==> config.mk <==
export PLATFORM = sky130hd
export DESIGN_NAME = mem_writeback
export DESIGN_NICKNAME = d
export VERILOG_FILES = /design/src/rtl/mem_pkg.sv /design/src/rtl/mem_writeback.sv
export SDC_FILE = /design/constraint.sdc
export NUM_CORES = 1
export LEC_CHECK = 0
export BUFFER_PORTS_ARGS = -buffer_cell sky130_fd_sc_hd__buf_2
export CORE_ASPECT_RATIO = 1.5
export CORE_MARGIN = 8
export CORE_UTILIZATION = 37
export CTS_CLUSTER_DIAMETER = 100
export CTS_CLUSTER_SIZE = 25
export DETAILED_ROUTE_END_ITERATION = 7
export PLACE_DENSITY = 0.82
export SYNTH_ARGS = -nofsm -noshare
export SYNTH_HDL_FRONTEND = slang
export SYNTH_SLANG_ARGS = --single-unit
==> constraint.sdc <==
create_clock -name clk -period 1.5 [get_ports clk]
set_input_delay 0 -clock clk [delete_from_list [all_inputs] [get_ports clk]]
set_output_delay 0 -clock clk [all_outputs]
set_load 0.01 [all_outputs]
==> src/rtl/mem_pkg.sv <==
package mem_pkg;

    // ~~~~~~~~~~~~~~~~~~~~
    // Widths.
    // ~~~~~~~~~~~~~~~~~~~~
    typedef logic [31:0] word_t;
    typedef logic [63:0] bus64_t;
    typedef logic [31:0] mem_addr_t;     // RAM decodes bits 7 to 0 only.
    typedef logic [4:0]  reg_addr_t;
    typedef logic [13:0] csr_addr_t;
    typedef logic [2:0]  credit_t;

    // ~~~~~~~~~~~~~~~~~~~~
    // Sizes and fixed values.
    // ~~~~~~~~~~~~~~~~~~~~
    localparam int        IN_DEPTH     = 4;
    localparam int        OUT_CREDITS  = 4;
    localparam int        RAM_WORDS    = 64;
    localparam int        CSR_COUNT    = 8;     // General CSRs at 0 to 7.
    localparam csr_addr_t CSR_TID_ADDR = 14'h0040;
    localparam word_t     TID_VALUE    = 32'h0000_0035;

    typedef enum logic [3:0] {
        OP_ALU,
        OP_LD_B,
        OP_LD_BU,
        OP_LD_H,
        OP_LD_HU,
        OP_LD_W,
        OP_ST_B,
        OP_ST_W,
        OP_CSRRD,
        OP_CSRWR,
        OP_CSRXCHG,
        OP_RDCNTID,
        OP_RDCNTVLW,
        OP_RDCNTVHW
    } mem_op_t;

    typedef enum logic {
        ACC_IDLE,
        ACC_WAIT_RAM
    } access_state_t;

    typedef struct packed {
        mem_op_t   op;
        logic      reg_write_en;
        reg_addr_t reg_write_addr;
        word_t     reg_write_data;  // ALU result or store data.
        mem_addr_t mem_addr;
        csr_addr_t csr_addr;
        word_t     csr_write_data;
        word_t     csr_mask;
    } ex_mem_t;

    typedef struct packed {
        logic      write_en;
        reg_addr_t write_addr;
        word_t     write_data;
    } mem_wb_t;

    typedef struct packed {
        logic      write_en;
        csr_addr_t write_addr;
        word_t     write_data;
    } csr_write_t;

endpackage

==> src/rtl/mem_writeback.sv <==
`timescale 1ns/10ps

module mem_writeback (
    input  logic                clk,
    input  logic                rst_n,
    input  logic                res_valid,
    input  mem_pkg::mem_wb_t    res,
    input  mem_pkg::csr_write_t res_csr,
    input  logic                out_credit,
    output logic                out_has_credit,
    output logic                out_valid,
    output mem_pkg::mem_wb_t    out_res,
    output mem_pkg::csr_write_t csr_commit
);

    mem_pkg::credit_t   out_cnt;
    logic               commit_en;
    mem_pkg::csr_addr_t commit_addr;
    mem_pkg::word_t     commit_data;

    assign out_has_credit = (out_cnt != '0);

    assign csr_commit = '{write_en:   commit_en,
                          write_addr: commit_addr,
                          write_data: commit_data};

    // ~~~~~~~~~~~~~~~~~~~~
    // Valids and output credits.
    // ~~~~~~~~~~~~~~~~~~~~
    always_ff @(posedge clk or negedge rst_n) begin
        if (!rst_n) begin
            out_valid <= 1'b0;
            commit_en <= 1'b0;
            out_cnt   <= mem_pkg::credit_t'(mem_pkg::OUT_CREDITS);
        end else begin
            out_valid <= res_valid;
            commit_en <= res_valid && res_csr.write_en;
            out_cnt   <= out_cnt + mem_pkg::credit_t'(out_credit)
                                 - mem_pkg::credit_t'(res_valid);   // Spent per result.
        end
    end

    always_ff @(posedge clk) begin
        if (res_valid) begin
            out_res     <= res;
            commit_addr <= res_csr.write_addr;
            commit_data <= res_csr.write_data;
        end
    end

endmodule

; ---- Word-level counts from Yosys, hierarchy flattened
; Index checks and enable logic that the tools add are counted.
[word_totals]
reg_bits = 89
inputBits = 89
output_inout_bits = 87
elab_cells = 12
[classes]
n_addsub = 2
reduce_logical = 2
[op_table]
columns = cell, n
row1 = adder 3 x 1 -> 3 bit, 1
row2 = nonzero test 3 bit, 1
row3 = subtractor 3 x 1 -> 3 bit, 1
row4 = logical AND 1 bit, 1

; ---- Longest topological paths before layout
[logic_depth]
word_depth = 2
depth_mapped = 7

; ---- Least setup slack after synthesis
; Ideal clock, no wire load.
[synth_path]
path_type = flip-flop to flip-flop
from = reg out_cnt[0]
to = reg out_cnt[2]
setup_ns = 0.091
arrival_ns = 1.507
t_required_ns = 1.409
slack_ns = -0.099
stages_incl_launch_ff = 8
path_buffers = 0
synth_period_minus_slack_ns = 1.599
path_cell_list = dfrtp_1 > inv_1 > ha_1 > inv_1 > ha_1 > inv_1 > fa_1 > xor3_1
[synth_via]
elab_chain_cells = 2
[synth_lines]
columns = item, line
row1 = "start, declared", mem_writeback.sv:16  ; mem_pkg::credit_t out_cnt;
row2 = "start signal, assigned", mem_writeback.sv:34  ; out_cnt <= mem_pkg::credit_t'(mem_pkg::OUT_CREDITS);
row3 = "start signal, assigned", mem_writeback.sv:38  ; out_cnt <= out_cnt + mem_pkg::credit_t'(out_credit)
row4 = adder 3 x 1 -> 3 bit, mem_writeback.sv:38
row5 = subtractor 3 x 1 -> 3 bit, mem_writeback.sv:39  ; - mem_pkg::credit_t'(res_valid);
; Every way passes these cells.
; A chain may end at the register's enable or synchronous reset.

; ---- Final worst setup path
[layout_path]
from = reg out_cnt[0]
to = reg out_cnt[1]
; Same word-level chain as after synthesis.

==> summary.md <==
| Metric | Value |
|---|---|
| Initial core utilization | 0.381 |
| Final Hold Vio Count | 0 |
| Slew Limit Fails | 0 |
| Worst setup SP type | flop |
| Period utilization | 1.07 |
| Multi-input gate area | 109 sq um |
| Cell Area, Synth | 2750 sq um |
| Async S/R FF share, synth | 0.0562 |
| Root Driver | clkbuf_8 |
| Worst-Margin Slew | 0.426 ns |
| Aggregate global routing overflow | 0 |
| Final core occ | 0.676 |
| Failing checks | negative setup slack |
| Synth area leaders | edfxtp_1 (92%), dfrtp_1 (3.6%), dfstp_2 (0.95%) |
| Vias in the first global route | 2,403 |
| Worst r2r src | out_cnt[0] |
| Fin area | 4890 sq um |
| Kind of end point of the critical path | flop |
| R2R Path End | out_cnt[1] |
| CP startpoint | out_cnt[0] |
| Area of the core | 7230 sq um |
| Post-Place Cells | 375 |
| Most frequent cell after synthesis | edfxtp_1 |
| Final wirelength | 9.49 mm |
| Core Rows | 38 |
| Part of the Yosys area used for sequential elements | 0.962 |
| Via density | 4.34 |
| Pleak | 2.10 nW |
| Antenna-violating nets left | 0 |
| RSZ-0062 raised after global routing | true |
| Synth top area share | 0.916 |
| Worst-case clock buffer depth | 2 |
| Gp weighted congestion | 0.727 |
| Worst hold path cell count | 2 |
| Yosys reg bits | 89 |
| CTS H-tree depth | 3 |
| DRC | 0 |
| Layout cell share with drive strength beyond 1 | 0.520 |
| Slew HR | 0.716 |
| Synth Flop Type | edfxtp_1 |
| Final hold slack | 0.119 ns |
| Setup skew after layout | 0.000197 ns |
| Fmax | 0.622 GHz |
| Commonest cells post-synth | edfxtp_1 (84), dfrtp_1 (4), inv_1 (4), ha_1 (2) |
| Gr usage total | 0.179 |
| Syn nets | 192 |
| Crit path capture | out_cnt[1] |
| Clock slew at reported path FFs | 0.09 ns |
| Layout net count | 466 |
| Die area | 10,500 sq um |
| Area Growth Syn to Fin | 77.6% |
| Syn avg cell area | 27.5 sq um |
| Largest net degree at the start of global routing | 87 |
| Post-CTS Setup Bufs | 0 |
| Worst Path Required | 1.75 ns |
| R2R setup slack | -0.11 ns |
| Status | finished, violations left |
| Critical path fanouts, max | 2 |
| DRT Pass-1 Iters | 4 |
| DP Wirelength | 5.96 mm |
| Initial antenna violation count | 4 |
| Die height | 122 um |
| Post-place instance area | 3770 sq um |
| Final setup vio count | 2 |
| 1st-iter DRT viols | 110 |
| First-pass GRT wire length | 13.5 mm |
| Critical setup path kind | flop to flop |
| CP arrival | 1.86 ns |
| EDFF count, synth | 84 |
| Num CTS Buffers | 9 |
| Worst reg-to-reg path cell count | 7 |
| Die X-Extent | 86.4 um |
| Post-synth cell types | 10 |
| CTS Sinks | 89 |
| Top cell type by total area after synthesis | edfxtp_1 |
| Max_cap viols | 0 |
| Min-Delay Path Class | primary input to flop |
| Final worst slack | -0.107 ns |
| PD cells | 1170 nW/um^2 |
| PortBufs | 175 |
| Final min period | 1.61 ns |
| Synthesized instance count | 100 |
| Vias | 2,095 |
| Register area | 2650 sq um |
| I/O pins | 176 |
| Fin cells | 483 |
| Synth warn | 0 |
| CTS tree | built |
| Worst skew pair latency | 0.35 ns |
| Max IR drop VDD | 872 uV |
| Drt wl/cell | 19.6 um |
| Filler Cell Count | 489 |
-- repair_timing --
item / CTS / global route
hold endpoints to repair: 91 / 0
hold buffers: 88 / 0
pin swaps: 0 / 1
gates resized for setup: 0 / 8
endpoints found under the setup margin: 2 / 2
-- sequential cells by signal, summed over array words and instances (netlist names) --
| signal | flops |
|---|---|
| out_valid | 1 |
| commit_data | 32 |
| commit_en | 1 |
| commit_addr | 14 |
| out_cnt | 3 |
| out_res | 38 |
-- layout make-up --
cell class / count / area share
tap: 100 / 0.0256
clock inverter: 4 / 0.0110
timing repair buffer: 264 / 0.364
antenna: 4 / 0.00205
inverter: 4 / 0.00358
clock buffer: 12 / 0.0297
sequential: 89 / 0.542
multi-input combinational: 6 / 0.0223
-- worst min-delay path by stage --
stage          slack, ns       from          to
6_report            0.12  res_valid   out_valid
2_1_floorplan      -0.30      rst_n   commit_en
4_1_cts             0.08      rst_n  out_cnt[2]
3_3_place_gp       -0.19      rst_n   commit_en
3_5_place_dp       -0.18      rst_n  out_cnt[0]
5_1_grt             0.11      rst_n  out_cnt[2]
-- routing by layer --
layer | part of all wire | routed length [um] | up-vias | global-route usage
met5 | 0 | 0 | - | 0
met4 | 0.031 | 290 | 0 | 0.122
met3 | 0.080 | 763 | 17 | 0.0647
met2 | 0.57 | 5390 | 114 | 0.322
met1 | 0.32 | 3050 | 1021 | 0.163
li1 | - | - | 943 | -
-- worst max-delay path: stages (launching register included) --
cell and delay [ns]:
dfrtp_1 0.40, inv_2 0.08, ha_4 0.20, inv_4 0.06, ha_4 0.14, inv_2 0.05
fa_2 0.53, inv_1 0.05
-- layout by cell type, fill, tap and decap left out, drive strengths merged, types with 2 or more instances in the layout --
cell type,n
edfxtp,84
dlygate4sd3,88
clkinvlp,2
inv,4
dfrtp,4
clkbuf,12
diode,4
ha,2
buf,176
-- through the flow --
stage / total power, mW / worst slack, ns / setup TNS, ns
after floorplan: 3.38 / 0.0626 / 0
after global placement: 3.75 / 0.0363 / 0
after detailed placement: 3.79 / -0.0287 / -0.0329
after CTS: 5.57 / -0.0426 / -0.0627
after global routing: 5.92 / -0.137 / -0.227
final: 5.70 / -0.107 / -0.150
-- logic make-up (layout without fill, tap and decap cells) --
group,Yosys count,count (layout),share of synthesized area
fa+ha+maj,3,3,0.0164
simple gates,2,2,0.00455
buf+inv,5,284,0.00818
xor+xnor,1,1,0.00864
flops,89,89,0.962
other cells,0,4,0
-- power by group --
group          switching (mW)  internal (mW)
combinational           0.457          0.538
clock                   0.803          0.820
sequential             0.0955           2.98
No activity file was read; power rests on OpenSTA's default activity.
