`config.mk`:
```
export PLATFORM = sky130hd
export DESIGN_NAME = csr_file
export DESIGN_NICKNAME = d
export VERILOG_FILES = /design/src/rtl/mem_pkg.sv /design/src/rtl/csr_file.sv
export SDC_FILE = /design/constraint.sdc
export NUM_CORES = 1
export LEC_CHECK = 0
export ABC_AREA = 1
export BUFFER_PORTS_ARGS = -buffer_cell sky130_fd_sc_hd__buf_4
export CORE_UTILIZATION = 55
export CTS_CLUSTER_SIZE = 10
export DETAILED_ROUTE_END_ITERATION = 8
export PLACE_DENSITY = 0.74
export SYNTH_ARGS = -nofsm -noshare
export SYNTH_HDL_FRONTEND = slang
export SYNTH_SLANG_ARGS = --single-unit
export TNS_END_PERCENT = 10
```
`constraint.sdc`:
```
create_clock -name clk -period 7.05 [get_ports clk]
set_input_delay 2.115 -clock clk [delete_from_list [all_inputs] [get_ports clk]]
set_output_delay 2.115 -clock clk [all_outputs]
set_load 0.02 [all_outputs]
```
`src/rtl/mem_pkg.sv`:
```
package mem_pkg;

    // ~~~~~~~~~~~~~~~~~~~~
    // Widths.
    // ~~~~~~~~~~~~~~~~~~~~
    typedef logic [31:0] word_t;
    typedef logic [63:0] bus64_t;
    typedef logic [31:0] mem_addr_t;     // RAM decodes bits 7 to 0 only.
    typedef logic [4:0]  reg_addr_t;
    typedef logic [13:0] csr_addr_t;
    typedef logic [2:0]  credit_t;

    // ~~~~~~~~~~~~~~~~~~~~
    // Sizes and fixed values.
    // ~~~~~~~~~~~~~~~~~~~~
    localparam int        IN_DEPTH     = 4;
    localparam int        OUT_CREDITS  = 4;
    localparam int        RAM_WORDS    = 64;
    localparam int        CSR_COUNT    = 8;     // General CSRs at 0 to 7.
    localparam csr_addr_t CSR_TID_ADDR = 14'h0040;
    localparam word_t     TID_VALUE    = 32'h0000_0035;

    typedef enum logic [3:0] {
        OP_ALU,
        OP_LD_B,
        OP_LD_BU,
        OP_LD_H,
        OP_LD_HU,
        OP_LD_W,
        OP_ST_B,
        OP_ST_W,
        OP_CSRRD,
        OP_CSRWR,
        OP_CSRXCHG,
        OP_RDCNTID,
        OP_RDCNTVLW,
        OP_RDCNTVHW
    } mem_op_t;

    typedef enum logic {
        ACC_IDLE,
        ACC_WAIT_RAM
    } access_state_t;

    typedef struct packed {
        mem_op_t   op;
        logic      reg_write_en;
        reg_addr_t reg_write_addr;
        word_t     reg_write_data;  // ALU result or store data.
        mem_addr_t mem_addr;
        csr_addr_t csr_addr;
        word_t     csr_write_data;
        word_t     csr_mask;
    } ex_mem_t;

    typedef struct packed {
        logic      write_en;
        reg_addr_t write_addr;
        word_t     write_data;
    } mem_wb_t;

    typedef struct packed {
        logic      write_en;
        csr_addr_t write_addr;
        word_t     write_data;
    } csr_write_t;

endpackage

```
`src/rtl/csr_file.sv`:
```
`timescale 1ns/10ps

module csr_file (
    input  logic                clk,
    input  logic                rst_n,
    input  mem_pkg::csr_addr_t  csr_read_addr,
    input  mem_pkg::csr_write_t csr_commit,
    output mem_pkg::word_t      csr_read_data
);

    mem_pkg::word_t                        regs [mem_pkg::CSR_COUNT];
    logic [$clog2(mem_pkg::CSR_COUNT)-1:0] wr_idx;
    logic [$clog2(mem_pkg::CSR_COUNT)-1:0] rd_idx;
    logic                                  wr_hit;

    assign wr_idx = csr_commit.write_addr[$clog2(mem_pkg::CSR_COUNT)-1:0];
    assign rd_idx = csr_read_addr[$clog2(mem_pkg::CSR_COUNT)-1:0];
    // Writes to the thread ID or unmapped addresses are dropped.
    assign wr_hit = csr_commit.write_en && (csr_commit.write_addr < mem_pkg::CSR_COUNT);

    always_ff @(posedge clk or negedge rst_n) begin
        if (!rst_n) begin
            for (int i = 0; i < mem_pkg::CSR_COUNT; i++) begin
                regs[i] <= '0;
            end
        end else if (wr_hit) begin
            regs[wr_idx] <= csr_commit.write_data;
        end
    end

    always_comb begin
        if (csr_read_addr < mem_pkg::CSR_COUNT) begin
            csr_read_data = regs[rd_idx];
        end else if (csr_read_addr == mem_pkg::CSR_TID_ADDR) begin
            csr_read_data = mem_pkg::TID_VALUE;
        end else begin
            csr_read_data = '0;
        end
    end

endmodule

```
# Word-level counts from Yosys, hierarchy flattened
# Index checks and enable logic that the tools add are counted.
# totals
register_bits	256
input_bits	63
wordCells	26
# classes
n_lt_le_gt_ge	5
eq_ne	1
muxes	8
n_bitwise	2
n_reduce_logical	2
# ops
cell	count
$bwmux 256	1
$mux 32	4
$bmux 32 s3	1
$demux 32 s3	1
$lt 14x4->1 const B	2
$eq 14x7->1 const B	1
$ge 4x4->1 const B	2
$not 3->4	2
$mux 6	1
$lt 4x1->1 const B	1
$logic_and 1x1->1	2

# Longest topological paths before layout
# depth
depth_word	6
depth_mapped	9

# Least setup slack after synthesis
# No wires, ideal clock.
# synth_path
path_type	input port to output port
startpoint	input csr_read_addr[11]
endpoint	output csr_read_data[1]
t_arrival_ps	3266
required_ps	4935
setup_slack_ps	1669
cell_stages	7
n_path_buf	1
path_cell_list	or2_2 nor2_1 nand2_1 nor2_1 buf_2 nand2_1 nor2_1
# synth_via
elab_chain_cells	2
# synth_lines
item	line	text
start: declaration	csr_file.sv:6	input mem_pkg::csr_addr_t csr_read_addr,
$lt 14x4->1	csr_file.sv:32	if (csr_read_addr < mem_pkg::CSR_COUNT) begin
$mux 32	csr_file.sv:32	
end: declaration	csr_file.sv:8	output mem_pkg::word_t csr_read_data
# No other way between the ends.

# Final worst setup path
# layout_path
startpoint	input csr_read_addr[0]
endpoint	output csr_read_data[1]
# layout_via
elab_chain_cells	5
# layout_lines
item	line
parallel branches: the longest is 4 deep, another holds $lt 14x4->1	--
$mux 32 (*)	csr_file.sv:32
# Every way passes the cells marked *. The select of a mux whose other input is x is not followed.

==> run_results.csv <==
group,metric,value,unit
place,dpl-instance-area,0.0131,mm2
timing,finalCritPeriodShare,0.840,
worst_hold_path,hp-class,"flip-flop to flip-flop",
run,cap_viol_max_count,0,
cts,holdBufCountCts,0,
floorplan,die_y,154,um
critical_path,worstSetupPathType,"input port to output pin",
floorplan,start_util,0.562,
critical_path,worstPathCellList,"buf_4 -> clkinv_2 -> buf_12 -> nand2_1 -> nand3_1 -> a21oi_1 -> nor2_1 -> buf_4",
cts,cts_setup_buffers,0,
critical_path,crit_slowest_cell,"clkinv_2",
critical_path,endpoint_kind,"output pin",
cts,cts_tree,"yes",
floorplan,coreArea,0.0226,mm2
run_status,outcome,"finished, final reports clean",
finish,final_util,0.615,
global_routing,grt_pass1_vias,10907,
synth,yosysTopAreaCellShare,0.503,
critical_path,max_stage_delay,0.43,ns
cts,clkTransAtPathRegs,0.05,ns
timing,tightest_slew,1.36,ns
finish,nFillCells,2034,
route,viasPerCell,5.50,
finish,largest_registers,"regs: 256 flops",
global_routing,grt.overflow.total,0,
critical_path,worstSetupStartpointType,"input port",
route,drt_wl_total,35300,um
global_routing,grt_pass1_wl,57800,um
cts,cts_sinks,256,
synth,ys_seq_area_frac,0.503,
place,io_buffers,94,
synth,synth_warnings,0,
finish,regMostFlops,"regs",
finish,final_nets,1816,
critical_path,path_max_fanout,62,
finish,largest_reg_flops,256,
timing,relSlewSlack,0.0886,
route,drcViolationCount,0,
finish,area_growth,9.37,%
cts,htreeDepth,1,
timing,rsz0062_at_grt,"no",
floorplan,ios,95,
cts,clock_latency,0.55,ns
synth,post_synth_main_area_contributors,"dfrtp_1 (50%), nand2_1 (28%), nor2_1 (5.5%)",
critical_path,cp.required,4.93,ns
synth,synth-seq-cells,256,
synth,syn-num-nets,1805,
synth,syn_area,0.0127,mm2
finish,drive_gt1_frac,0.0921,
critical_path,crit_buf_inv,4,
finish,final_design_area_no_fill,0.0139,mm2
finish,diodes,0,
route,ant_nets,0,
timing,finalHoldViolCount,0,
synth,synthCells,1742,
synth,synthDistinctLibCells,22,
timing,clock.fmax,0.169,GHz
place,place.gp.congestion,0.810,
cts,numCtsBuffers,30,
power,pwr_density_cell,218,mW/mm2
global_routing,antenna_found_initial,2,
critical_path,arrival,3.81,ns
timing,clock_skew,0,ns
cts,root_buffer,"clkbuf_16",
route,num_vias,11247,
route,first_pass_iters,5,
synth,syn-mean-instance-area,7.31,um2
route,drt-wirelength-per-cell,17.2,um
critical_path,cp_common_cell,"buf_4",
floorplan,fp.dieArea,0.0238,mm2
timing,setup_viol,0,
cts,cts-resized-gates,0,
place,place_hpwl,19400,um
critical_path,path_delay_family,"buffers and inverters",
timing,maxSlewViolCount,0,
global_routing,grt_usage,0.307,
floorplan,die_w,154,um
timing,finalSetupTns,0,ns
synth,synth_top_area_cell,"dfrtp_1",
place,post-place-cells,2006,
power,max-vdd-ir-drop,0.183,mV
global_routing,grt_max_degree,145,
finish,fin_cells,2044,
power,leakagePower,7.63,nW
route,drtIter0Drc,1214,
timing,period_needed,5.92,ns
floorplan,row_count,55,
cts,cts.path.max_buffers,3,
-- placed cells by master, fill, tap and decap left out, drive strengths merged --
| master | netlist | routed |
|---|---|---|
| a21oi | 27 | 27 |
| clkbuf | 64 | 37 |
| nand3 | 96 | 96 |
| nor3 | 3 | 3 |
| buf | 69 | 112 |
| nand4 | 9 | 9 |
| inv | 11 | 12 |
| nand2 | 937 | 937 |
| nor2 | 195 | 195 |
| or2 | 2 | 2 |
| o22ai | 1 | 1 |
| clkinv | 1 | 1 |
| o21ai | 70 | 70 |
| dfrtp | 256 | 256 |
| and2 | 1 | 1 |
-- metal layers --
metal  global-route usage  vias up  part of all wire
met5                    0        -           0.00077
met3               0.0445       89             0.088
met1                0.421     5282              0.42
met4                0.108        4             0.031
li1                     -     5358                 -
met2                0.499      514              0.46
-- synthesized netlist by cell type --
cell / instances
nand2_1: 937
dfrtp_1: 256
nor2_1: 187
nand3_1: 94
o21ai_0: 70
clkbuf_1: 64
buf_6: 48
a21oi_1: 27
buf_2: 15
inv_1: 9
nand4_1: 9
nor2_4: 8
buf_1: 5
inv_2: 2
nand3_4: 2
nor3_1: 2
or2_2: 2
and2_1: 1
buf_4: 1
clkinv_1: 1
nor3_2: 1
o22ai_1: 1
-- through the flow --
stage / worst slack, ns / hold slack, ns / total power [W]
2_1_floorplan: 1.67 / 0.444 / 0.00161
3_3_place_gp: 1.17 / 0.456 / 0.00170
3_5_place_dp: 1.16 / 0.460 / 0.00170
4_1_cts: 1.13 / 0.475 / 0.00305
5_1_grt: 1.01 / 0.482 / 0.00313
6_report: 1.13 / 0.473 / 0.00303
-- final cells by class --
| class | instances | area [um2] | area share |
|---|---|---|---|
| Multi-Input combinational cell | 1341 | 5400 | 0.388 |
| Clock buffer | 37 | 808 | 0.0580 |
| Inverter | 12 | 46.3 | 0.00332 |
| Tap cell | 285 | 357 | 0.0256 |
| Sequential cell | 256 | 6410 | 0.460 |
| Clock inverter | 1 | 8.76 | 0.000629 |
| Timing Repair Buffer | 112 | 898 | 0.0645 |
-- final timing paths --
check                      depth (start not counted)               end             start  slack [ns]
hold / removal                                     2          regs[78]          regs[78]        0.47
hold reg to reg                                    2          regs[78]          regs[78]        0.47
max in group asynchronous                          2          regs[69]             rst_n        4.09
setup / recovery                                   8  csr_read_data[1]  csr_read_addr[0]        1.13
setup reg to reg                                   2         regs[132]         regs[132]        6.37
min in group asynchronous                          1         regs[184]             rst_n        1.60
-- kinds of logic after synthesis --
group,count (synthesis),synth area share
buffers and inverters,145,0.0728
AO/OA/AOI/OAI,98,0.0386
flip-flops,256,0.503
AND/OR/NAND/NOR,1243,0.386
-- worst reg2reg max path: stages (launching register included) --
cell	delay, ns
dfrtp_1	0.39
nand2_1	0.08
nand2_1	0.10
-- where the power goes --
part / internal (W) / switching, W / leakage (nW)
Sequential: 0.00147 / 0.000000967 / 3.58
Combinational: 0.0000594 / 0.000140 / 3.65
Clock: 0.000787 / 0.000572 / 0.400
(Power assumes the default switching activity.)
