<file path="config.mk">
export PLATFORM = sky130hd
export DESIGN_NAME = data_ram
export DESIGN_NICKNAME = d
export VERILOG_FILES = /design/src/rtl/mem_pkg.sv /design/src/rtl/data_ram.sv
export SDC_FILE = /design/constraint.sdc
export NUM_CORES = 2
export LEC_CHECK = 0
export ABC_CLOCK_PERIOD_IN_PS = 3530
export BUFFER_PORTS_ARGS = -buffer_cell sky130_fd_sc_hd__buf_4
export CAP_MARGIN = 20
export CORE_MARGIN = 2
export CORE_UTILIZATION = 55
export CTS_CLUSTER_DIAMETER = 30
export DETAILED_ROUTE_END_ITERATION = 12
export PLACE_DENSITY = 0.76
export SYNTH_ARGS = -nofsm -noshare
export SYNTH_HDL_FRONTEND = slang
export SYNTH_SLANG_ARGS = --single-unit
</file>
<file path="constraint.sdc">
create_clock -name clk -period 3.53 [get_ports clk]
set_clock_uncertainty 0.15 [all_clocks]
set_input_delay 0.1765 -clock clk [delete_from_list [all_inputs] [get_ports clk]]
set_output_delay 0.1765 -clock clk [all_outputs]
set_load 0.02 [all_outputs]
</file>
<file path="src/rtl/mem_pkg.sv">
package mem_pkg;

    // ~~~~~~~~~~~~~~~~~~~~
    // Widths.
    // ~~~~~~~~~~~~~~~~~~~~
    typedef logic [31:0] word_t;
    typedef logic [63:0] bus64_t;
    typedef logic [31:0] mem_addr_t;     // RAM decodes bits 7 to 0 only.
    typedef logic [4:0]  reg_addr_t;
    typedef logic [13:0] csr_addr_t;
    typedef logic [2:0]  credit_t;

    // ~~~~~~~~~~~~~~~~~~~~
    // Sizes and fixed values.
    // ~~~~~~~~~~~~~~~~~~~~
    localparam int        IN_DEPTH     = 4;
    localparam int        OUT_CREDITS  = 4;
    localparam int        RAM_WORDS    = 64;
    localparam int        CSR_COUNT    = 8;     // General CSRs at 0 to 7.
    localparam csr_addr_t CSR_TID_ADDR = 14'h0040;
    localparam word_t     TID_VALUE    = 32'h0000_0035;

    typedef enum logic [3:0] {
        OP_ALU,
        OP_LD_B,
        OP_LD_BU,
        OP_LD_H,
        OP_LD_HU,
        OP_LD_W,
        OP_ST_B,
        OP_ST_W,
        OP_CSRRD,
        OP_CSRWR,
        OP_CSRXCHG,
        OP_RDCNTID,
        OP_RDCNTVLW,
        OP_RDCNTVHW
    } mem_op_t;

    typedef enum logic {
        ACC_IDLE,
        ACC_WAIT_RAM
    } access_state_t;

    typedef struct packed {
        mem_op_t   op;
        logic      reg_write_en;
        reg_addr_t reg_write_addr;
        word_t     reg_write_data;  // ALU result or store data.
        mem_addr_t mem_addr;
        csr_addr_t csr_addr;
        word_t     csr_write_data;
        word_t     csr_mask;
    } ex_mem_t;

    typedef struct packed {
        logic      write_en;
        reg_addr_t write_addr;
        word_t     write_data;
    } mem_wb_t;

    typedef struct packed {
        logic      write_en;
        csr_addr_t write_addr;
        word_t     write_data;
    } csr_write_t;

endpackage

</file>
<file path="src/rtl/data_ram.sv">
`timescale 1ns/10ps

module data_ram (
    input  logic               clk,
    input  logic               rst_n,
    input  logic               ram_req,
    input  mem_pkg::mem_addr_t ram_addr,
    input  logic [3:0]         ram_we,
    input  mem_pkg::word_t     ram_wdata,
    output mem_pkg::word_t     ram_rdata
);

    mem_pkg::word_t                        mem [mem_pkg::RAM_WORDS];
    logic [$clog2(mem_pkg::RAM_WORDS)-1:0] word_idx;

    assign word_idx = ram_addr[7:2];   // Word index, byte offset dropped.

    // ~~~~~~~~~~~~~~~~~~~~
    // Byte-lane write, registered read.
    // ~~~~~~~~~~~~~~~~~~~~
    always_ff @(posedge clk or negedge rst_n) begin
        if (!rst_n) begin
            for (int i = 0; i < mem_pkg::RAM_WORDS; i++) begin
                mem[i] <= '0;
            end
            ram_rdata <= '0;
        end else if (ram_req) begin
            for (int b = 0; b < 4; b++) begin
                if (ram_we[b]) begin
                    mem[word_idx][8*b +: 8] <= ram_wdata[8*b +: 8];
                end
            end
            ram_rdata <= mem[word_idx];   // Old data on a store.
        end
    end

endmodule

</file>
# Word-level counts from Yosys, hierarchy flattened
# Index checks and enable logic that the tools add are counted.
# totals
register_bits	2080
inputBits	71
out_inout_bits	32
word_cells	91
# op_classes
magnitude_cmp	2
n_mux	22
bitwise	1
reduce_logical	1
# ops
cell	count
two-way mux 2048 bit	7
bitwise mux 2048 bit	4
demux 32 bit (select 6 bit)	4
binary-select mux 32 bit (select 6 bit)	1
two-way mux 32 bit	3
two-way mux 24 bit	1
two-way mux 16 bit	1
two-way mux 8 bit	1
>= comparator 7 bit (second input constant)	1
less-than comparator 7 x 1 -> 1 bit (second input constant)	1
inverter 6 -> 7 bit	1
logical AND 1 bit	1

# Longest topological paths before layout
# logic_depth
word_depth	16
depth_mapped	11
depth_no_buf	6

# Least setup slack after synthesis
# OpenSTA, ideal clock, no wires.
# synth_path
path_kind	in2reg
start	in ram_addr[2]
end	reg ram_rdata[25]
setup_time_ps	126
t_arrival_ps	1877
t_required_ps	3254
slack_ps	1377
stages	7
path_buffers	3
path_cell_list	buf_6 buf_6 buf_2 mux4_2 a32oi_1 nand4_1 o32a_1
# synth_between
elab_chain_len	4
# synth_lines
item	line	text
start, declared	data_ram.sv:7	input mem_pkg::mem_addr_t ram_addr,
inverter 6 -> 7 bit (implied by the code)	data_ram.sv:33	ram_rdata <= mem[word_idx];
binary-select mux 32 bit (select 6 bit)	data_ram.sv:33	
two-way mux 32 bit (implied by the code) (2 in a row)	data_ram.sv:33	
end signal, assigned	data_ram.sv:33	
end, declared	data_ram.sv:10	output mem_pkg::word_t ram_rdata
# Every way passes these cells. The select of a mux whose other input is x is not followed.
# A chain may end at the register's enable or synchronous reset.

# Final worst setup path
# layout_path
start	in ram_addr[4]
end	reg ram_rdata[20]
# Same word-level chain as after synthesis.

==> PnR_summary.wiki <==
{| class="wikitable"
! Metric !! Value
|-
| Run status || finished clean
|-
| Delay of the slowest cell on the worst path || 1.13 ns
|-
| Cts repair resizes || 0
|-
| Yosys synthesis warning count || 0
|-
| CP Data Required Time || 4.13 ns
|-
| Clock Tree Buf Depth || 4
|-
| Library cell with the largest summed area after synthesis || sky130_fd_sc_hd__dfrtp_1
|-
| First-pass iteration count of the detailed router || 6
|-
| Via count || 62220
|-
| Die height || 420 um
|-
| Pin count of the biggest net entering global routing || 139
|-
| Number of maximum-capacitance constraint violations || 0
|-
| Most used cell, CP || sky130_fd_sc_hd__buf_4
|-
| Power density over the cells || 664 nW/um2
|-
| Number of buffers inserted to repair setup after CTS || 0
|-
| Tightest slew margin relative to the limit || 0.166
|-
| Worst setup slack after layout || 0.394 ns
|-
| Initial Util || 0.554
|-
| Hold_buf cts || 40
|-
| Arrival time of the worst setup path || 3.73 ns
|-
| Clock Tree Root || sky130_fd_sc_hd__clkbuf_16
|-
| Count of nets after finishing || 6912
|-
| Dominant cells by area after synthesis || sky130_fd_sc_hd__dfrtp_1 55%, sky130_fd_sc_hd__mux2_2 24%, sky130_fd_sc_hd__mux4_2 4.4%
|-
| Flip-flop cell with the highest count after synthesis || sky130_fd_sc_hd__dfrtp_1
|-
| Clock latency on the worst-skew pair || 0.98 ns
|-
| Fraction of final layout cells with drive strength greater than 1 || 0.494
|-
| Commonest cells in the netlist || 2080 x sky130_fd_sc_hd__dfrtp_1, 2016 x sky130_fd_sc_hd__mux2_2, 402 x sky130_fd_sc_hd__mux2i_1
|-
| Number of enable-type register cells in the synthesized netlist || 0
|-
| Total placed instance area || 98300 um2
|-
| Cell count after placement || 8669
|-
| Number of rows in the core area || 152
|-
| Max stage delay cell, worst path || sky130_fd_sc_hd__a2111oi_0
|-
| Count of clock tree sinks || 2080
|-
| Overall Global Routing Usage || 0.322
|-
| Synth Register Bits || 2080
|-
| Number of endpoints failing setup at the final stage || 0
|-
| Minimum clock period after layout || 3.14 ns
|-
| Antenna diodes || 0
|-
| Number of port buffers || 76
|-
| Overall power after layout || 76.0 mW
|-
| Leakage component of the power || 53.6 nW
|-
| Mapped cell area || 95200 um2
|-
| Flop pwr share || 0.355
|-
| Reg area || 52000 um2
|-
| TritonCTS clock tree || yes
|-
| Transition time of the tightest slew-check pin || 1.22 ns
|-
| Overflow left after global routing || 0
|-
| Die X || 420 um
|-
| Sum of routed wire length over all layers || 282 mm
|-
| Antenna-violating nets left || 0
|-
| Final weighted congestion of routability-driven global placement || 0.862
|-
| Worst hold path type || in2async
|-
| CP Class || in2reg
|-
| Clock slew at reported path FFs || 0.05 ns
|-
| Worst supply voltage drop on vdd || 0.502 mV
|-
| Crit. End Element || flop
|-
| Fin. max-slew vios || 0
|-
| Internal portion of total power || 58.4 mW
|-
| Synth cell types || 69
|-
| Detailed-placement wirelength estimate || 165 mm
|-
| DRC errors left || 0
|-
| Power spent charging and discharging nets || 17.6 mW
|-
| Startpoint type of the worst setup path || input pin
|-
| Post-route fraction of the period consumed by the critical path || 0.888
|-
| Syn Inst Count || 6603
|-
| Wire length of the first global-routing pass || 426 mm
|-
| Share of the yosys chip area belonging to registers || 0.547
|-
| Synthesized netlist net count || 6674
|-
| Post-route cell area || 114000 um2
|-
| Via/cell ratio || 6.54
|-
| Area share of the largest cell type after synthesis || 0.547
|-
| Crit path buf inv count || 5
|-
| Post-Place Setup Slack || 0.238 ns
|-
| Average size of a mapped cell || 14.4 um2
|-
| End-of-flow core utilization || 0.666
|-
| Routed wire length per instance || 29.6 um
|-
| I/O pin cnt || 103
|-
| Starting DRT DRC Count || 6420
|-
| Clock network fraction of design power || 0.568
|-
| Net switching share of the total power || 0.232
|-
| Area of the multi-input gates || 40700 um2
|-
| Gate power share || 0.077
|-
| Max FO, Critical Path || 26
|-
| Count of placed standard cells in the final layout, fillers left out || 9519
|-
| Number of global-route vias before repair || 65851
|-
| Gate family responsible for the most delay along the worst path || compound AO/OA/AOI/OAI gates
|-
| Max H-tree Level || 5
|-
| Number of CTS-inserted buffers || 440
|-
| Area of the core || 172000 um2
|-
| Most used standard cell by instance count after synthesis || sky130_fd_sc_hd__dfrtp_1
|-
| Count of endpoints failing hold in the final timing report || 0
|-
| Async set-reset flop share out of synthesis || 1.00
|-
| Count of fill cells added during filler insertion || 11415
|-
| Timing-limited maximum frequency || 319 MHz
|-
| Chain of cells forming the critical path || dlygate4sd3_1 -> buf_8 -> buf_4 -> inv_4 -> buf_4 -> a221oi_1 -> o22ai_1 -> a2111oi_0 -> a31oi_1
|-
| Number of antenna violations at the first check in global routing || 3
|-
| Setup repair after global routing missed its margin || no
|-
| Setup Total Neg Slack || 0 ns
|-
| Post-Route Hold Slack || 0.0423 ns
|-
| Die Area || 176000 um2
|-
| Layout overhead on the synthesized area || 20.1%
|}
[routing by layer]
metal	up-vias	wire (um)	GRT usage
met4	4	15800	0.168
met5	-	23	0
met3	875	23600	0.0742
met1	33087	112000	0.429
met2	3020	131000	0.494
li1	25234	-	-
[cell type report]
type,count,share of cell area
flip-flops and latches,2080,0.455
multi-input cells,3998,0.355
clock buffers,580,0.109
clock inverters,230,0.0279
repair buffers,317,0.0267
well taps,2310,0.0253
inverters,4,0.000197
[sequential cells by signal, indices dropped and copies added, names as in the netlist]
register and count:
mem 2048, ram_rdata 32
[final timing paths]
kind                                  startpoint                   endpoint  slack (ns)  cells after the start
setup reg to reg           mem[1620]$_DFFE_PN0P_  ram_rdata[20]$_DFFE_PN0P_        0.81                      4
min in group clk                     ram_addr[3]   ram_rdata[9]$_DFFE_PN0P_        0.07                      4
setup / recovery                     ram_addr[4]  ram_rdata[20]$_DFFE_PN0P_        0.39                      9
hold reg to reg             mem[636]$_DFFE_PN0P_       mem[636]$_DFFE_PN0P_        0.33                      1
hold / removal                             rst_n      mem[1667]$_DFFE_PN0P_        0.04                      3
max in group asynchronous                  rst_n       mem[646]$_DFFE_PN0P_        2.32                      3
[power by group through the flow]
stage | Clock [mW] | Combinational [mW] | Sequential [mW]
3_3_place_gp | 0 | 5.55 | 27.1
4_1_cts | 43.3 | 5.85 | 26.9
2_1_floorplan | 0 | 3.75 | 26.9
6_report | 43.1 | 5.88 | 26.9
3_5_place_dp | 0 | 5.73 | 27.2
5_1_grt | 44.7 | 6.24 | 27.1
[layout by cell type, fill, tap and decap left out, types with 18 or more instances in the layout]
| cell | instances |
|---|---|
| sky130_fd_sc_hd__mux4_2 | 184 |
| sky130_fd_sc_hd__a22oi_1 | 127 |
| sky130_fd_sc_hd__o32a_1 | 24 |
| sky130_fd_sc_hd__clkbuf_1 | 47 |
| sky130_fd_sc_hd__dfrtp_1 | 2080 |
| sky130_fd_sc_hd__o21ai_0 | 88 |
| sky130_fd_sc_hd__a21oi_1 | 69 |
| sky130_fd_sc_hd__a31oi_1 | 26 |
| sky130_fd_sc_hd__nand3_1 | 39 |
| sky130_fd_sc_hd__buf_12 | 43 |
| sky130_fd_sc_hd__clkbuf_16 | 445 |
| sky130_fd_sc_hd__a221oi_1 | 206 |
| sky130_fd_sc_hd__nand2_1 | 87 |
| sky130_fd_sc_hd__a22o_1 | 24 |
| sky130_fd_sc_hd__mux2_1 | 70 |
| sky130_fd_sc_hd__mux2_2 | 2016 |
| sky130_fd_sc_hd__clkinv_2 | 79 |
| sky130_fd_sc_hd__dlygate4sd3_1 | 39 |
| sky130_fd_sc_hd__nand2_2 | 18 |
| sky130_fd_sc_hd__nor2_4 | 48 |
| sky130_fd_sc_hd__clkinv_4 | 22 |
| sky130_fd_sc_hd__clkinvlp_4 | 39 |
| sky130_fd_sc_hd__buf_4 | 231 |
| sky130_fd_sc_hd__bufinv_16 | 70 |
| sky130_fd_sc_hd__clkbuf_8 | 89 |
| sky130_fd_sc_hd__mux2i_1 | 402 |
| sky130_fd_sc_hd__nor2_2 | 217 |
| sky130_fd_sc_hd__o22ai_1 | 88 |
| sky130_fd_sc_hd__nor2_1 | 100 |
[cell families after synthesis]
| group | after synthesis | share of synthesized area |
|---|---|---|
| AND/OR/NAND/NOR | 575 | 0.0353 |
| AO/OA/AOI/OAI | 750 | 0.0578 |
| buffers and inverters | 525 | 0.0276 |
| flip-flops | 2080 | 0.547 |
| multiplexers | 2673 | 0.333 |
[worst reg2reg max path, cell delays in order, from the launching register on]
cell	delay [ns]
sky130_fd_sc_hd__dfrtp_1	0.37
sky130_fd_sc_hd__a221oi_1	0.36
sky130_fd_sc_hd__o22ai_1	0.30
sky130_fd_sc_hd__a2111oi_0	1.13
sky130_fd_sc_hd__a31oi_1	0.20
(Power assumes the default switching activity.)
