File: src/rtl/mem_pkg.sv
package mem_pkg;

    // ~~~~~~~~~~~~~~~~~~~~
    // Widths.
    // ~~~~~~~~~~~~~~~~~~~~
    typedef logic [31:0] word_t;
    typedef logic [63:0] bus64_t;
    typedef logic [31:0] mem_addr_t;     // RAM decodes bits 7 to 0 only.
    typedef logic [4:0]  reg_addr_t;
    typedef logic [13:0] csr_addr_t;
    typedef logic [2:0]  credit_t;

    // ~~~~~~~~~~~~~~~~~~~~
    // Sizes and fixed values.
    // ~~~~~~~~~~~~~~~~~~~~
    localparam int        IN_DEPTH     = 4;
    localparam int        OUT_CREDITS  = 4;
    localparam int        RAM_WORDS    = 64;
    localparam int        CSR_COUNT    = 8;     // General CSRs at 0 to 7.
    localparam csr_addr_t CSR_TID_ADDR = 14'h0040;
    localparam word_t     TID_VALUE    = 32'h0000_0035;

    typedef enum logic [3:0] {
        OP_ALU,
        OP_LD_B,
        OP_LD_BU,
        OP_LD_H,
        OP_LD_HU,
        OP_LD_W,
        OP_ST_B,
        OP_ST_W,
        OP_CSRRD,
        OP_CSRWR,
        OP_CSRXCHG,
        OP_RDCNTID,
        OP_RDCNTVLW,
        OP_RDCNTVHW
    } mem_op_t;

    typedef enum logic {
        ACC_IDLE,
        ACC_WAIT_RAM
    } access_state_t;

    typedef struct packed {
        mem_op_t   op;
        logic      reg_write_en;
        reg_addr_t reg_write_addr;
        word_t     reg_write_data;  // ALU result or store data.
        mem_addr_t mem_addr;
        csr_addr_t csr_addr;
        word_t     csr_write_data;
        word_t     csr_mask;
    } ex_mem_t;

    typedef struct packed {
        logic      write_en;
        reg_addr_t write_addr;
        word_t     write_data;
    } mem_wb_t;

    typedef struct packed {
        logic      write_en;
        csr_addr_t write_addr;
        word_t     write_data;
    } csr_write_t;

endpackage

File: src/rtl/mem_access.sv
`timescale 1ns/10ps

module mem_access (
    input  logic                clk,
    input  logic                rst_n,
    input  logic                issue_valid,
    input  mem_pkg::ex_mem_t    issue_op,
    input  logic                out_has_credit,
    input  mem_pkg::word_t      ram_rdata,
    input  mem_pkg::word_t      csr_read_data,
    input  mem_pkg::csr_write_t csr_commit,
    input  mem_pkg::bus64_t     cnt,
    output logic                issue_pop,
    output logic                ram_req,
    output mem_pkg::mem_addr_t  ram_addr,
    output logic [3:0]          ram_we,
    output mem_pkg::word_t      ram_wdata,
    output mem_pkg::csr_addr_t  csr_read_addr,
    output logic                res_valid,
    output mem_pkg::mem_wb_t    res,
    output mem_pkg::csr_write_t res_csr
);

    mem_pkg::access_state_t state;
    mem_pkg::ex_mem_t       cur_op;     // Load or store waiting on the RAM.
    logic                   head_is_mem;
    logic                   csr_fwd;
    mem_pkg::word_t         csr_old;
    mem_pkg::mem_wb_t       imm_res;
    mem_pkg::csr_write_t    imm_csr;
    mem_pkg::mem_wb_t       ld_res;
    logic [7:0]             ld_byte;
    logic [15:0]            ld_half;

    assign head_is_mem = issue_op.op inside {mem_pkg::OP_LD_B, mem_pkg::OP_LD_BU,
                                             mem_pkg::OP_LD_H, mem_pkg::OP_LD_HU,
                                             mem_pkg::OP_LD_W, mem_pkg::OP_ST_B,
                                             mem_pkg::OP_ST_W};

    // No pop while a result is leaving, so the credit count is current.
    assign issue_pop = (state == mem_pkg::ACC_IDLE) && !res_valid && issue_valid
                       && out_has_credit;

    // ~~~~~~~~~~~~~~~~~~~~
    // RAM request.
    // ~~~~~~~~~~~~~~~~~~~~
    assign ram_req  = issue_pop && head_is_mem;
    assign ram_addr = issue_op.mem_addr;

    always_comb begin
        ram_we    = 4'b0000;
        ram_wdata = issue_op.reg_write_data;
        if (ram_req && issue_op.op == mem_pkg::OP_ST_B) begin
            ram_we    = 4'b0001 << issue_op.mem_addr[1:0];
            ram_wdata = {4{issue_op.reg_write_data[7:0]}};  // Byte on every lane.
        end else if (ram_req && issue_op.op == mem_pkg::OP_ST_W) begin
            ram_we = 4'b1111;
        end
    end

    // ~~~~~~~~~~~~~~~~~~~~
    // CSR read with forwarding.
    // ~~~~~~~~~~~~~~~~~~~~
    assign csr_read_addr = (issue_op.op == mem_pkg::OP_RDCNTID) ? mem_pkg::CSR_TID_ADDR
                                                                : issue_op.csr_addr;
    // Only the general registers take writes, so only they forward.
    assign csr_fwd = csr_commit.write_en && (csr_commit.write_addr == csr_read_addr)
                     && (csr_commit.write_addr < mem_pkg::CSR_COUNT);
    assign csr_old = csr_fwd ? csr_commit.write_data : csr_read_data;

    always_comb begin
        imm_res.write_en   = issue_op.reg_write_en;
        imm_res.write_addr = issue_op.reg_write_addr;
        imm_res.write_data = issue_op.reg_write_data;   // ALU pass-through.
        imm_csr.write_en   = 1'b0;
        imm_csr.write_addr = issue_op.csr_addr;
        imm_csr.write_data = issue_op.csr_write_data;
        case (issue_op.op)
            mem_pkg::OP_CSRRD, mem_pkg::OP_RDCNTID: begin
                imm_res.write_data = csr_old;
            end
            mem_pkg::OP_CSRWR: begin
                imm_res.write_data = csr_old;
                imm_csr.write_en   = 1'b1;
            end
            mem_pkg::OP_CSRXCHG: begin
                imm_res.write_data = csr_old;
                imm_csr.write_en   = 1'b1;
                imm_csr.write_data = (csr_old & ~issue_op.csr_mask)
                                   | (issue_op.csr_write_data & issue_op.csr_mask);
            end
            mem_pkg::OP_RDCNTVLW: imm_res.write_data = cnt[31:0];
            mem_pkg::OP_RDCNTVHW: imm_res.write_data = cnt[63:32];
            default: ;
        endcase
    end

    // ~~~~~~~~~~~~~~~~~~~~
    // Load extraction.
    // ~~~~~~~~~~~~~~~~~~~~
    assign ld_byte = ram_rdata[{cur_op.mem_addr[1:0], 3'b000} +: 8];
    assign ld_half = cur_op.mem_addr[1] ? ram_rdata[31:16] : ram_rdata[15:0];

    always_comb begin
        ld_res.write_en   = cur_op.reg_write_en;
        ld_res.write_addr = cur_op.reg_write_addr;
        case (cur_op.op)
            mem_pkg::OP_LD_B:  ld_res.write_data = {{24{ld_byte[7]}}, ld_byte};
            mem_pkg::OP_LD_BU: ld_res.write_data = {24'b0, ld_byte};
            mem_pkg::OP_LD_H: begin
                ld_res.write_data = cur_op.mem_addr[0] ? '0 : {{16{ld_half[15]}}, ld_half};
            end
            mem_pkg::OP_LD_HU: begin
                ld_res.write_data = cur_op.mem_addr[0] ? '0 : {16'b0, ld_half};
            end
            mem_pkg::OP_LD_W:  ld_res.write_data = ram_rdata;
            default: begin
                ld_res.write_en   = 1'b0;   // Stores write no register.
                ld_res.write_data = '0;
            end
        endcase
    end

    always_ff @(posedge clk or negedge rst_n) begin
        if (!rst_n) begin
            state     <= mem_pkg::ACC_IDLE;
            res_valid <= 1'b0;
        end else begin
            res_valid <= 1'b0;
            case (state)
                mem_pkg::ACC_IDLE: begin
                    if (issue_pop && head_is_mem) begin
                        state <= mem_pkg::ACC_WAIT_RAM;
                    end else if (issue_pop) begin
                        res_valid <= 1'b1;
                    end
                end
                mem_pkg::ACC_WAIT_RAM: begin
                    state     <= mem_pkg::ACC_IDLE;
                    res_valid <= 1'b1;
                end
                default: state <= mem_pkg::ACC_IDLE;
            endcase
        end
    end

    always_ff @(posedge clk) begin
        if (issue_pop) begin
            cur_op <= issue_op;
        end
        if (issue_pop && !head_is_mem) begin
            res     <= imm_res;
            res_csr <= imm_csr;
        end else if (state == mem_pkg::ACC_WAIT_RAM) begin
            res                <= ld_res;
            res_csr.write_en   <= 1'b0;
            res_csr.write_addr <= cur_op.csr_addr;
            res_csr.write_data <= cur_op.csr_write_data;
        end
    end

endmodule

File: config.mk
export PLATFORM = sky130hd
export DESIGN_NAME = mem_access
export DESIGN_NICKNAME = d
export VERILOG_FILES = /design/src/rtl/mem_pkg.sv /design/src/rtl/mem_access.sv
export SDC_FILE = /design/constraint.sdc
export NUM_CORES = 1
export LEC_CHECK = 0
export ABC_AREA = 1
export BUFFER_PORTS_ARGS = -buffer_cell sky130_fd_sc_hd__buf_2
export CORE_AREA = 4 4 195 197
export DETAILED_ROUTE_END_ITERATION = 8
export DIE_AREA = 0 0 199 201
export GPL_TIMING_DRIVEN = 0
export PLACE_DENSITY = 0.61
export SETUP_SLACK_MARGIN = 0.1
export SLEW_MARGIN = 10
export SYNTH_ARGS = -nofsm -noshare
export SYNTH_HDL_FRONTEND = slang
export SYNTH_SLANG_ARGS = --single-unit
File: constraint.sdc
create_clock -name clk -period 16.4 [get_ports clk]
set_input_delay 0 -clock clk [delete_from_list [all_inputs] [get_ports clk]]
set_output_delay 0 -clock clk [all_outputs]
set_load 0.05 [all_outputs]
# Yosys cells after proc, flatten, opt, wreduce, memory -nomap -nowiden
# Index checks and enable logic that the tools add are counted.
# Widths: inputs -> output; s select.
# word_totals
word_cells	79
inputBits	331
register_bits	145
output_inout_bits	170
# classes
n_bitwise	5
reduce_logical	16
n_shift	2
n_lt_le_gt_ge	1
muxes	22
n_eq_ne	19
# ops
op	count
$pmux 32 s5	1
$mux 32	4
$pmux 32 s3	1
$mux 47	2
$mux 38	2
$and 32x32->32	2
$mux 16	2
$not 32->32	1
$or 32x32->32	1
$shiftx 32x6->8	1
$eq 4x3->1 const B	6
$eq 4x4->1 const B	6
$eq 4x2->1 const B	4
$eq 14x14->1	1
$lt 14x4->1 const B	1
$mux 14	1
$logic_and 1x1->1	9
$eq 4x1->1 const B	2
$mux 4	2
$reduce_bool 7->1	1
$mux 1	5
$reduce_or 5->1	1
$pmux 1 s2	2
$reduce_or 4->1	1
5 further kinds	6

# Longest topological paths before layout
# depth
depth_word	10
mapped_depth	17
depth_no_buf	15

# Worst setup path before layout
# Ideal clock, no wire load.
# synth_path
kind	reg-to-reg
start	reg res_valid
end	reg res[0] (netlist name) (enable)
setup_slack_ns	7.731
n_path_buf	1
setup_ns	0.407
synth_period_minus_slack_ns	8.669
stages_incl_launch_ff	6
t_arrival_ns	8.261
required_ns	15.993
cell_sequence	dfrtp_1 nor3_1 nand3_1 inv_1 buf_2 or2_2
# synth_between
elab_chain_cells	6
# synth_rtl
element	line_no	text
start: declaration	mem_access.sv:19	output logic res_valid,
start signal: assignment	mem_access.sv:127	res_valid <= 1'b0;
start signal: assignment	mem_access.sv:129	res_valid <= 1'b0;
start signal: assignment	mem_access.sv:135	res_valid <= 1'b1;
$logic_not 1->1	mem_access.sv:41	assign issue_pop = (state == mem_pkg::ACC_IDLE) && !res_valid && issue_valid
$logic_and 1x1->1 (2 in a row)	mem_access.sv:41	
$logic_and 1x1->1	mem_access.sv:42	&& out_has_credit;
net issue_pop	mem_access.sv:13	output logic issue_pop,
$logic_and 1x1->1	mem_access.sv:151	if (issue_pop && !head_is_mem) begin
$reduce_bool 2->1 (no source line)	-	
end signal: assignment	mem_access.sv:152	res <= imm_res;
end signal: assignment	mem_access.sv:155	res <= ld_res;
end: declaration	mem_access.sv:20	output mem_pkg::mem_wb_t res,
# The timed path passes the listed nets, and every way through them passes these cells.
# A chain may end at the register's enable or synchronous reset.

# Worst setup path after layout
# layout_path
start	reg state
end	reg res[22] (netlist name) (enable)
# layout_between
elab_chain_cells	6
# layout_rtl
element	line_no	text
start: declaration	mem_access.sv:24	mem_pkg::access_state_t state;
start signal: assignment	mem_access.sv:126	state <= mem_pkg::ACC_IDLE;
start signal: assignment	mem_access.sv:133	state <= mem_pkg::ACC_WAIT_RAM;
start signal: assignment	mem_access.sv:139	state <= mem_pkg::ACC_IDLE;
$not 1->1	-	
$logic_and 1x1->1 (2 in a row)	mem_access.sv:41	
$logic_and 1x1->1	mem_access.sv:42	
$logic_and 1x1->1	mem_access.sv:151	
$reduce_bool 2->1 (no source line) (*)	-	
# Every way passes the cells marked *; elsewhere a longest branch is shown, timed or not.

==> reports/metrics.cfg <==
[status]
status=complete, no violations

[global_route]
use_met1=0.298
grt_usage=0.235
grt-ovfl-total=0
grt_first_pass_wirelength_mm=69.4
grt_max_degree=47
top_usage_layer=met2
grt_pass1_vias=11100
met3_usage=0.0426
antenna_found_initial=8
met2_usage=0.404

[placement]
dp_hpwl_mm=39.8
port_buffers=470
gp_congestion=0.968

[detailed_routing]
via_per_inst=4.69
wl_mm=48.8
drc_errors=0
firstDrtPassIters=5
dr_total_vias=11100
wl_per_cell_um=20.7
antenna_left=0
drt_iter0_markers=775

[hold_path]
hold-path-endpoint=res[23]
hold_path_depth=5
min_from=cnt[23]
min_path_type=in -> reg

[critical_path]
regToRegSetupSlack_ns=12.39
end_kind=flop
slowest_stage=nor3_2
cpMostUsedCell=buf_6
r2r_cells=8
path_max_fanout=46
startpoint_type=flop
slowest_delay_ns=0.71
crit_arrival_ns=4.12
crit_type=reg -> reg
crit_path_cell_trace=nor3_2 > buf_6 > buf_6 > nand3_1 > inv_1 > buf_2 > or2_4 > buf_16
timing.rr.start=state
r2r_end=res[22]
cp.required_ns=16.52

[sta]
hold_viol_final=0
grt_setup_unrepaired=false
period_share=0.244
fin_setup_tns_ns=0
slew_violations=0
timing.hold.ws_ns=0.0176
fmax_mhz=250
period_needed_ns=4.01
worst_pin_slew_ns=0.965
timing.slew.headroom=0.354
clock_skew_ns=0.0113
setup_viol=0

[logic_synthesis]
synth_common_cells=438 x nand2_1, 174 x inv_1, 143 x edfxtp_1
synth_top_area_cell=edfxtp_1
ys_seq_elements=145
yosysMostFrequentCell=nand2_1
syn-num-nets=1600
synth_cell_types=31
ys_warn_count=0
synth_top_area_frac=0.456
ys_seq_area_frac=0.461
synthArstFlopShare=0.0138
synth-edff-count=143
synth-main-ff-cell=edfxtp_1
synth_area_sq_um=9420
syn_avg_cell_area_sq_um=7.42
synthCells=1269
synth.area.top_cells=edfxtp_1 46%, nand2_1 17%, inv_1 6.9%, nand3_1 5.6%, nor2_1 4.4%

[clock_tree]
cts_buffer_depth=2
root_buffer=clkbuf_16
cts_buffers=17
ctsHtreeMaxLevel=4
clock_sinks=145
cts_tree=yes
clk_latency_ns=0.45
path_clk_slew_ns=0.06

[die]
dieArea_sq_um=40000
start_util=0.260
dieWidth_um=199
rows=70
fp.dieH_um=201
coreArea_sq_um=36300
io_pins=501

[power_and_ir_drop]
total_power_w=0.00115
p_leak_nw=7.15
p_per_area_nw_per_um2=81.2
irDropWorstVdd_v=0.0000734

[finish]
nFillCells=3845
num-nets-final=2203
area_delta_synth_final_pct=49.7
layout-drive-gt1-share=0.317
multiInputGateArea_sq_um=3860
register_area_sq_um=4340

[job]
cap_viol_max_count=0

## metrics by stage
stage | utilization | instances | instance area, sq um | setup WS, ns
floorplan | - | 1269 | 9420 | 7.73
detailed placement | 0.344 | 2215 | 12500 | 12.23
global placement | 0.341 | 2207 | 12400 | 1.96
CTS | 0.388 | 2351 | 14100 | 12.26
finish | 0.389 | 2356 | 14100 | 12.39
global route | 0.389 | 2356 | 14100 | 12.10
## repair_timing
item / CTS / global route
resized for setup: 0 / 0
endpoints found under the hold margin: 124 / 0
setup buffers: 0 / 0
hold buffers: 106 / 0
setup endpoints to repair: 0 / 0
## worst max path at each step
stage                        endpoint  startpoint  slack [ns]
after floorplan                res[0]   res_valid        7.73
after global placement    res_csr[18]   res_valid        1.96
after detailed placement  res_csr[18]       state       12.23
after CTS                  res_csr[3]       state       12.26
after global routing          res[22]       state       12.10
final                         res[22]       state       12.39
## kinds of logic after synthesis
logic type	Yosys count	synth area share
AO/OA/AOI/OAI	145	0.100
buffers and inverters	276	0.130
AND/OR/NAND/NOR	703	0.309
flip-flops	145	0.461
## final cells by class
| class | count | share of cell area |
|---|---|---|
| clock inverters | 8 | 0.00808 |
| clock buffers | 22 | 0.0315 |
| plain buffers | 100 | 0.0398 |
| diodes | 5 | 0.000887 |
| inverters | 176 | 0.0469 |
| multi-input cells | 848 | 0.274 |
| repair buffers | 584 | 0.249 |
| flip-flops and latches | 145 | 0.308 |
| well taps | 468 | 0.0415 |
## worst max-delay path, delay by kind of cell (launching register included)
kind                   cells  cell delay, ns
buffers and inverters      5            1.50
AND/OR/NAND/NOR            3            1.72
flip-flops                 1            0.39
## where the power goes
group	switching, W	internal (W)	leakage (nW)	total (W)
logic	0.000211	0.0000973	5.52	0.000308
clock network	0.000160	0.000236	0.275	0.000396
registers	0.00000588	0.000435	1.36	0.000441
total	0.000377	0.000769	7.15	0.00115
## metal layers
metal	vias to the layer above	wire length, um
li1	5294	-
met1	5183	20200
met2	506	23900
met3	69	3260
met4	4	1370
met5	-	27
## sequential cells by signal, indices dropped and copies added (netlist names)
signal	count
res	38
state	1
res_valid	1
res_csr	47
cur_op	58
## cell usage in the layout (no fill, tap or decap), types with 15 or more instances in the layout
cell             n
buf_4           42
a21oi_1         32
or2_2           32
nor2_1         111
o311ai_0        15
buf_2          480
o21ai_0         49
dlygate4sd3_1  106
edfxtp_1       143
clkbuf_16       17
clkbuf_1        44
nand3_1        105
nand2_1        438
a311oi_1        32
inv_1          174
Power figures use the tool's default switching activity.
